## src/rtl/pet_pkg.sv

```systemverilog
package pet_pkg;

    typedef enum logic [1:0] {
        NEED_HEALTH = 2'd0,
        NEED_ENERGY = 2'd1,
        NEED_HUNGER = 2'd2,
        NEED_FUN    = 2'd3
    } need_e;

    typedef logic [3:0] level_t;

    localparam level_t LEVEL_MIN   = 4'd1;
    localparam level_t LEVEL_MAX   = 4'd10;
    localparam level_t LEVEL_RESET = 4'd8;
    localparam level_t HAPPY_LEVEL = 4'd5;   // Lowest level that still smiles

    typedef struct packed {
        level_t health;
        level_t energy;
        level_t hunger;
        level_t fun;
    } pet_levels_t;

    // Every bit means the player is asking for it
    typedef struct packed {
        logic health;
        logic food;
        logic play;
        logic sleep;
        logic test_req;
    } care_t;

    typedef struct packed {
        logic test;
        logic dead;
    } pet_mode_t;

    typedef struct packed {
        need_e need;
        logic  happy;
        logic  sleep;
        logic  dead;
    } face_t;

    // Segment order gfedcba, a zero lights the segment
    function automatic logic [6:0] seg_code(level_t level);
        case (level)
            4'd0:    return 7'b1000000;
            4'd1:    return 7'b1111001;
            4'd2:    return 7'b0100100;
            4'd3:    return 7'b0110000;
            4'd4:    return 7'b0011001;
            4'd5:    return 7'b0010010;
            4'd6:    return 7'b0000010;
            4'd7:    return 7'b1111000;
            4'd8:    return 7'b0000000;
            4'd9:    return 7'b0010000;
            4'd10:   return 7'b0001000;   // Letter A
            default: return 7'b1111111;
        endcase
    endfunction

endpackage

```

## src/rtl/tick_divider.sv

```systemverilog
module tick_divider #(
    parameter int TICK_DIVISOR = 15_000_000
) (
    input  logic clk,
    input  logic btn_reset,
    output logic tick
);

    localparam int CNT_W = (TICK_DIVISOR > 1) ? $clog2(TICK_DIVISOR) : 1;

    logic [CNT_W-1:0] count;

    always_ff @(posedge clk) begin
        if (!btn_reset) begin
            count <= '0;
            tick  <= 1'b0;
        end else if (count == CNT_W'(TICK_DIVISOR - 1)) begin
            count <= '0;
            tick  <= 1'b1;   // Wrap cycle
        end else begin
            count <= count + CNT_W'(1);
            tick  <= 1'b0;
        end
    end

    // The pet clock is a strobe, never a level
    a_tick_single: assert property (@(posedge clk) disable iff (!btn_reset) tick |=> !tick);

endmodule

```

## src/rtl/care_inputs.sv

```systemverilog
module care_inputs (
    input  logic           clk,
    input  logic           btn_reset,
    input  logic           btn_health,
    input  logic           btn_food,
    input  logic           play_sensor,
    input  logic           tilt,
    input  logic           btn_test,
    output pet_pkg::care_t care
);

    import pet_pkg::*;

    care_t raw;
    care_t sync_q;

    // Polarity fixed before the first flop
    always_comb begin
        raw.health   = !btn_health;
        raw.food     = !btn_food;
        raw.play     = play_sensor;
        raw.sleep    = !tilt;        // Pet lying down
        raw.test_req = !btn_test;
    end

    always_ff @(posedge clk) begin
        if (!btn_reset) begin
            sync_q <= '0;            // Nothing asked for
        end else begin
            sync_q <= raw;
        end
    end

    always_ff @(posedge clk) begin
        if (!btn_reset) begin
            care <= '0;
        end else begin
            care <= sync_q;          // Second stage
        end
    end

endmodule

```

## src/rtl/pet_mode_regs.sv

```systemverilog
module pet_mode_regs (
    input  logic                 clk,
    input  logic                 btn_reset,
    input  logic                 tick,
    input  logic                 test_req,
    input  pet_pkg::pet_levels_t levels,
    output pet_pkg::pet_mode_t   mode
);

    import pet_pkg::*;

    logic all_min;

    assign all_min = (levels.health == LEVEL_MIN) && (levels.energy == LEVEL_MIN) &&
                     (levels.hunger == LEVEL_MIN) && (levels.fun == LEVEL_MIN);

    always_ff @(posedge clk) begin
        if (!btn_reset) begin
            mode <= '0;
        end else if (tick) begin
            mode.test <= mode.test | test_req;   // Sticky until reset
            if (mode.test || test_req) begin
                mode.dead <= 1'b0;               // Test mode revives the pet
            end else if (all_min) begin
                mode.dead <= 1'b1;
            end
        end
    end

    // The needs core would see conflicting orders otherwise
    a_mode_exclusive: assert property (
        @(posedge clk) disable iff (!btn_reset) !(mode.test && mode.dead)
    );

endmodule

```

## src/rtl/pet_needs.sv

```systemverilog
module pet_needs #(
    parameter int CARE_TICKS  = 3,
    parameter int DECAY_TICKS = 25
) (
    input  logic                 clk,
    input  logic                 btn_reset,
    input  logic                 tick,
    input  pet_pkg::care_t       care,
    input  pet_pkg::pet_mode_t   mode,
    output pet_pkg::pet_levels_t levels,
    output pet_pkg::need_e       selected
);

    import pet_pkg::*;

    localparam int CW = (CARE_TICKS > 1) ? $clog2(CARE_TICKS) : 1;
    localparam int DW = (DECAY_TICKS > 1) ? $clog2(DECAY_TICKS) : 1;

    level_t        lvl_q   [4];
    logic [DW-1:0] timer_q [4];
    logic [CW-1:0] hold_q  [4];
    logic          test_seen;   // Test flag as of the last tick
    logic          test_entry;
    logic [3:0]    req;
    logic [3:0]    care_done;
    need_e         next_sel;

    // Care requests indexed by the need they feed
    assign req[NEED_HEALTH] = care.health;
    assign req[NEED_ENERGY] = care.sleep;
    assign req[NEED_HUNGER] = care.food;
    assign req[NEED_FUN]    = care.play;

    assign test_entry = mode.test && !test_seen;

    always_comb begin
        for (int i = 0; i < 4; i++) begin
            care_done[i] = req[i] && !mode.dead && (hold_q[i] == CW'(CARE_TICKS - 1));
        end
    end

    always_comb begin
        if (care.health) begin
            next_sel = NEED_HEALTH;
        end else if (care.food) begin
            next_sel = NEED_HUNGER;
        end else if (care.play) begin
            next_sel = NEED_FUN;
        end else begin
            next_sel = NEED_ENERGY;
        end
    end

    always_ff @(posedge clk) begin
        if (!btn_reset) begin
            for (int i = 0; i < 4; i++) begin
                lvl_q[i]   <= LEVEL_RESET;
                timer_q[i] <= '0;
                hold_q[i]  <= '0;
            end
            test_seen <= 1'b0;
            selected  <= NEED_HEALTH;
        end else if (tick) begin
            test_seen <= mode.test;
            if (!mode.dead && (|req)) begin
                selected <= next_sel;
            end
            for (int i = 0; i < 4; i++) begin
                if (test_entry) begin
                    lvl_q[i]   <= LEVEL_MIN;   // All needs start empty in test mode
                    timer_q[i] <= '0;
                    hold_q[i]  <= '0;
                end else begin
                    if (req[i] && !mode.dead && !care_done[i]) begin
                        hold_q[i] <= hold_q[i] + CW'(1);
                    end else begin
                        hold_q[i] <= '0;
                    end

                    if (care_done[i]) begin
                        if (mode.test) begin
                            lvl_q[i] <= (lvl_q[i] == LEVEL_MIN) ? LEVEL_MAX : LEVEL_MIN;
                        end else begin
                            if (lvl_q[i] < LEVEL_MAX) begin
                                lvl_q[i] <= lvl_q[i] + 4'd1;
                            end
                            timer_q[i] <= '0;  // Fresh care restarts decay
                        end
                    end else if (!mode.test && !mode.dead) begin
                        if (lvl_q[i] == LEVEL_MIN) begin
                            timer_q[i] <= '0;
                        end else if (timer_q[i] == DW'(DECAY_TICKS - 1)) begin
                            timer_q[i] <= '0;
                            lvl_q[i]   <= lvl_q[i] - 4'd1;
                        end else begin
                            timer_q[i] <= timer_q[i] + DW'(1);
                        end
                    end
                end
            end
        end
    end

    assign levels = '{health: lvl_q[NEED_HEALTH], energy: lvl_q[NEED_ENERGY],
                      hunger: lvl_q[NEED_HUNGER], fun: lvl_q[NEED_FUN]};

    function automatic logic in_range(level_t level);
        return (level >= LEVEL_MIN) && (level <= LEVEL_MAX);
    endfunction

    a_levels_range: assert property (
        @(posedge clk) disable iff (!btn_reset)
        in_range(levels.health) && in_range(levels.energy) &&
        in_range(levels.hunger) && in_range(levels.fun)
    );

endmodule

```

## src/rtl/pet_display.sv

```systemverilog
module pet_display (
    input  logic                 clk,
    input  logic                 btn_reset,
    input  pet_pkg::pet_levels_t levels,
    input  pet_pkg::need_e       selected,
    input  pet_pkg::pet_mode_t   mode,
    input  logic                 sleep,
    output pet_pkg::face_t       face,
    output logic [6:0]           seg_display,
    output logic                 test_led
);

    import pet_pkg::*;

    level_t sel_level;

    always_comb begin
        case (selected)
            NEED_HEALTH: sel_level = levels.health;
            NEED_ENERGY: sel_level = levels.energy;
            NEED_HUNGER: sel_level = levels.hunger;
            default:     sel_level = levels.fun;
        endcase
    end

    always_ff @(posedge clk) begin
        if (!btn_reset) begin
            // Matches the face for the reset levels
            face.need   <= NEED_HEALTH;
            face.happy  <= (LEVEL_RESET >= HAPPY_LEVEL);
            face.sleep  <= 1'b0;
            face.dead   <= 1'b0;
            seg_display <= seg_code(LEVEL_RESET);
            test_led    <= 1'b1;
        end else begin
            face.need   <= selected;
            face.happy  <= !mode.dead && (sel_level >= HAPPY_LEVEL);
            face.sleep  <= !mode.dead && sleep;   // Dead face wins
            face.dead   <= mode.dead;
            seg_display <= seg_code(sel_level);
            test_led    <= !mode.test;            // LED is active low
        end
    end

endmodule

```

## src/rtl/pet_top.sv

```systemverilog
module pet_top #(
    parameter int TICK_DIVISOR = 15_000_000,
    parameter int CARE_TICKS   = 3,
    parameter int DECAY_TICKS  = 25
) (
    input  logic           clk,
    input  logic           btn_reset,
    input  logic           btn_health,
    input  logic           btn_food,
    input  logic           play_sensor,
    input  logic           tilt,
    input  logic           btn_test,
    output pet_pkg::face_t face,
    output logic [6:0]     seg_display,
    output logic           test_led
);

    import pet_pkg::*;

    logic        tick;
    care_t       care;
    pet_mode_t   mode;
    pet_levels_t levels;
    need_e       selected;

    tick_divider #(.TICK_DIVISOR(TICK_DIVISOR)) i_tick (
        .clk, .btn_reset, .tick
    );

    care_inputs i_care (
        .clk, .btn_reset, .btn_health, .btn_food, .play_sensor, .tilt, .btn_test, .care
    );

    pet_mode_regs i_mode (
        .clk, .btn_reset, .tick, .test_req(care.test_req), .levels, .mode
    );

    pet_needs #(
        .CARE_TICKS (CARE_TICKS),
        .DECAY_TICKS(DECAY_TICKS)
    ) i_needs (
        .clk, .btn_reset, .tick, .care, .mode, .levels, .selected
    );

    pet_display i_display (
        .clk, .btn_reset, .levels, .selected, .mode, .sleep(care.sleep),
        .face, .seg_display, .test_led
    );

endmodule

```

## config.mk

```make
export PLATFORM = sky130hd
export DESIGN_NAME = pet_top
export DESIGN_NICKNAME = d
export VERILOG_FILES = /design/src/rtl/pet_pkg.sv /design/src/rtl/tick_divider.sv /design/src/rtl/care_inputs.sv /design/src/rtl/pet_mode_regs.sv /design/src/rtl/pet_needs.sv /design/src/rtl/pet_display.sv /design/src/rtl/pet_top.sv
export SDC_FILE = /design/constraint.sdc
export NUM_CORES = 1
export LEC_CHECK = 0
export ABC_AREA = 0
export BUFFER_PORTS_ARGS = -buffer_cell sky130_fd_sc_hd__buf_2
export CAP_MARGIN = 20
export CORE_MARGIN = 1
export CORE_UTILIZATION = 60
export DETAILED_ROUTE_END_ITERATION = 7
export PLACE_DENSITY = 0.78
export SYNTH_ARGS = -nofsm -noshare
export SYNTH_HDL_FRONTEND = slang
export SYNTH_HIERARCHICAL = 1
export SYNTH_SLANG_ARGS = --single-unit
```

## constraint.sdc

```tcl
create_clock -name clk -period 2.59 [get_ports clk]
set_clock_uncertainty 0.05 [all_clocks]
set_input_delay 0.518 -clock clk [delete_from_list [all_inputs] [get_ports clk]]
set_output_delay 0.518 -clock clk [all_outputs]
set_load 0.01 [all_outputs]
```

==> run summary <==
The flow ran to the end, and the final reports show no timing, DRC or antenna violations. At the end of the flow, the number of nets in the layout was 594. STA classifies the critical path startpoint as a flip-flop. After synthesis the netlist holds a flip-flop and latch count of 97.

For the pin with the worst max-slew slack, the measured transition is 0.742 ns. Power comes to 0.00288 W. The delay of the slowest cell on the worst path came out at 0.67 ns. The commonest cells after synthesis are 53 x sky130_fd_sc_hd__dfxtp_1, 47 x sky130_fd_sc_hd__nor2_1, 44 x sky130_fd_sc_hd__edfxtp_1. The worst hold path begins at play_sensor. The logs give 6 for the number of detailed-route iterations in the first pass and 8680 um^2 for the area of the placeable core.

In the finished design, the share of the clock period the worst path needs comes to 89.5%. By area the synthesized netlist is led by sky130_fd_sc_hd__edfxtp_1 25%, sky130_fd_sc_hd__dfxtp_1 20%, sky130_fd_sc_hd__ha_1 7.0%, sky130_fd_sc_hd__nor2_1 3.3%, sky130_fd_sc_hd__xor2_1 3.1%. The average wire length per cell after detail routing was 16.3 um. When the netlist entered floorplanning its net count stood at 570.

The power density over cell area is 500 nW/um^2. Dividing the detail-routed via count by the number of cells gives 6.24. The net switching component of the power was 0.000675 W; the proportion of power drawn by combinational gates was 6.8%. In the synthesized netlist the async set-or-reset flop fraction comes to 0%. Clock latency on the worst-skew pair, taken at its later pin, is 0.37 ns. The routing layer with the top usage in global route is met2. In this run the count of I/O pins placed on the die edge is 20.

Entering global routing, the biggest net connects 23 pins. The via count of the first global-routing pass is 3927, and the count of max-cap constraint violations is 0. The tools report the register-to-register setup slack as 0.27 ns.

Once the floorplan was initialized, standard cells occupied 61.7% of the core. The number of slew-limit violations in the final report is 0, and the design internal power is 0.00221 W. The routed design has 10900 um of wire.

The number of antenna diodes in the final layout is 0. The global-route wire length before repair was 18100 um. In the global route stage, met3 resource usage came out at 6.03%. The post-cts repair resize count was 0; the maximum resistive drop on vdd was 0.305 mV. In this run the mean area of a mapped cell was 10.0 um^2.

The proportion of layout cells with a drive suffix above 1 came out at 12.1%. Die extent in y: 96.5 um. The number of antenna violations at the first check in global routing is 0, and the total leakage power is 2.09 nW. The number of port buffers was 19. Headroom to the max-slew limit came out at 50.1%.

The run gives 0 as the final routed DRC violation total. Among all stages on the critical path, the largest delay is contributed by sky130_fd_sc_hd__dfxtp_1. For the final routed database, the setup TNS stands at 0 ns.

For the data required time at the worst endpoint, the log shows 2.60 ns. In this run the critical register-to-register path is launched from i_mode/mode[1]. After clock tree synthesis, the setup repair step added 0 buffers. Counting I/O delays and the setup requirement, the final critical path takes 2.32 ns. In the synthesized netlist the dominant register cell turns out to be sky130_fd_sc_hd__dfxtp_1. Hold repair after CTS inserted 0 buffers. The die outline width works out to 96.5 um. The number of enable-type register cells in the synthesized netlist came out at 44. After technology mapping, the gate count stands at 533. Setup violations remaining at the end of the flow were counted as 0. Global routing used 42.0% of the available met2 tracks. After clock tree synthesis, the clock-pin slew on the worst setup and hold paths is 0.09 ns. In this run, the number of DRC markers left after iteration 0 of detailed routing was 393.

In this run the deepest clock path goes through 2 buffers. The overall global routing resource usage was 25.4%; the number of standard-cell rows in the floorplan was 34. For this run, the number of Yosys warnings is 6. Counting every sink on the clock net gives 97.

Setup repair after global routing left no endpoint under its margin. The tools report the summed instance area of the synthesized netlist as 5350 um^2. sky130_fd_sc_hd__edfxtp_1 takes more of the synthesized area than any other cell. The final global-route overflow total came out at 0.

The clock network is responsible for 34.1% of the overall power. The HPWL after detailed placement is 7970 um. The number of H-tree levels came out at 3.

For the CTS buffer count, the log shows 9. The relative contribution of sequential cells to total power is 59.0%. Largest fanout on the critical path: 18. The endpoint of the lowest-slack register-to-register path is i_needs/lvl_q[1][3]. The tree is rooted in a sky130_fd_sc_hd__clkbuf_8. Data on the critical path arrives at its endpoint at 2.33 ns. The number of endpoints with negative hold slack in the final report is 0. Most frequent cell after synthesis: sky130_fd_sc_hd__dfxtp_1. Number of distinct library cells after synthesis: 69. The full die area is 9300 um^2, and the layout-stage area growth over the synthesis result is 7.69%.

Static timing analysis puts the maximum clock frequency at 432 MHz. The worst hold path terminates at i_care/sync_q[2]. Traced cell by cell, the critical path runs through inv_1, a2111oi_0, buf_4, nor2_1, nand3_1.

The number of nets still failing antenna checks after routing is 0. The path class of the tightest hold or removal check is primary input to flip-flop. TritonCTS built the clock tree.

The met1 usage was 31.9%. The worst setup path is captured at a flip-flop. Net switching is 23.4% of the power. Counting cells, the worst reg-to-reg path comes to 5.

Detailed routing inserted a total of 4183 vias. The congestion estimate from routability-driven global placement came to 0.893. The critical path is of the flip-flop to flip-flop type. On the final layout, the worst hold slack is 0.305 ns.

The tools report the sequential fraction of the synthesis area as 44.5%. Counting instances, the worst hold path has a depth of 2. In this run the biggest area consumer among cell types represents 24.7% of the synthesized area.
## final cells by class
cell class,instances,area [um^2]
clock buffers,11,141
clock inverters,5,55.1
fillers,710,2910
inverters,36,135
multi-input cells,384,2750
flip-flops and latches,97,2380
well taps,108,135
repair buffers,29,170
## metrics by stage
step | instances | utilization (%) | setup slack [ns] | area (um^2)
global route | 670 | 66.4 | 0.121 | 5770
detailed placement | 654 | 64.2 | 0.303 | 5570
global placement | 654 | 64.2 | 0.410 | 5570
CTS | 670 | 66.4 | 0.353 | 5770
floorplan | 533 | - | 0.619 | 5350
finish | 670 | 66.4 | 0.273 | 5770
## power by group through the flow
stage / combinational (W) / clock (W) / sequential [W]
after floorplan: 0.000145 / 0 / 0.00172
after global routing: 0.000221 / 0.00106 / 0.00171
after detailed placement: 0.000196 / 0 / 0.00174
final: 0.000197 / 0.000984 / 0.00170
after global placement: 0.000185 / 0 / 0.00173
after CTS: 0.000197 / 0.00100 / 0.00170
## layer usage
metal	wire, um	part of all wire (%)
met2	5240	48
met3	697	6.4
met4	258	2.4
met5	0	0
met1	4700	43
## worst max-delay path: cells and delay by family (launching register included)
family,cells,cell delay [ns]
DFF,1,0.67
AOI/OAI and AO/OA,1,0.57
and+or+nand+nor,2,0.25
buffers and inverters,2,0.48
## how the worst max path moves through the flow
stage / from / end / slack (ns) / cells after the start
finish: i_mode/mode[1] / i_needs/lvl_q[1][3] / 0.27 / 5
global placement: i_mode/mode[1] / i_needs/lvl_q[1][2] / 0.41 / 5
detailed placement: btn_reset / i_needs/lvl_q[1][0] / 0.30 / 5
global route: i_mode/mode[1] / i_needs/lvl_q[1][3] / 0.12 / 5
CTS: i_mode/mode[1] / i_needs/lvl_q[1][3] / 0.35 / 5
floorplan: btn_reset / i_needs/timer_q[3][2] / 0.62 / 6
## cells by family (layout without fill, tap and decap cells)
family,count (synthesis),after routing,share of synthesized area [%]
xor+xnor,30,30,4.91
buf+inv,52,81,4.21
compound gates,83,83,11.1
mux,8,8,2.59
flops,97,97,44.5
simple gates,233,233,25.7
fa+ha+maj,30,30,7.01
## state kept, by name (all words and copies together), names as in the netlist
register and flops:
i_display/seg_display 7, i_needs/test_seen 1, i_needs/lvl_q 16, i_tick/count 24, i_tick/tick 1, i_needs/selected 2
i_display/test_led 1, i_mode/mode 2, i_needs/timer_q 20, i_display/face 5, i_care/sync_q 5, i_needs/hold_q 8
i_care/care 5
## placed cells by master (no fill, tap or decap), drive strengths merged, types with 3 or more instances in the layout
master   count
dfxtp       53
nor2        47
edfxtp      44
inv         36
nand2       35
ha          30
buf         29
nand3       28
xor2        19
a21oi       18
o21ai       14
and2        13
nor4b       13
nand4       12
nand2b      11
xnor2       11
clkbuf      11
o31ai        9
nor3         9
or4          9
nor4         8
a31oi        7
or3          7
nor3b        6
a221oi       5
nor2b        5
and3         5
or3b         5
and2b        4
o21a         4
nand4b       4
clkinv       4
mux4         4
nand3b       4
mux2i        3
and3b        3
a2111oi      3
o221a        3
Note: power is estimated with default switching activity, not from simulation.
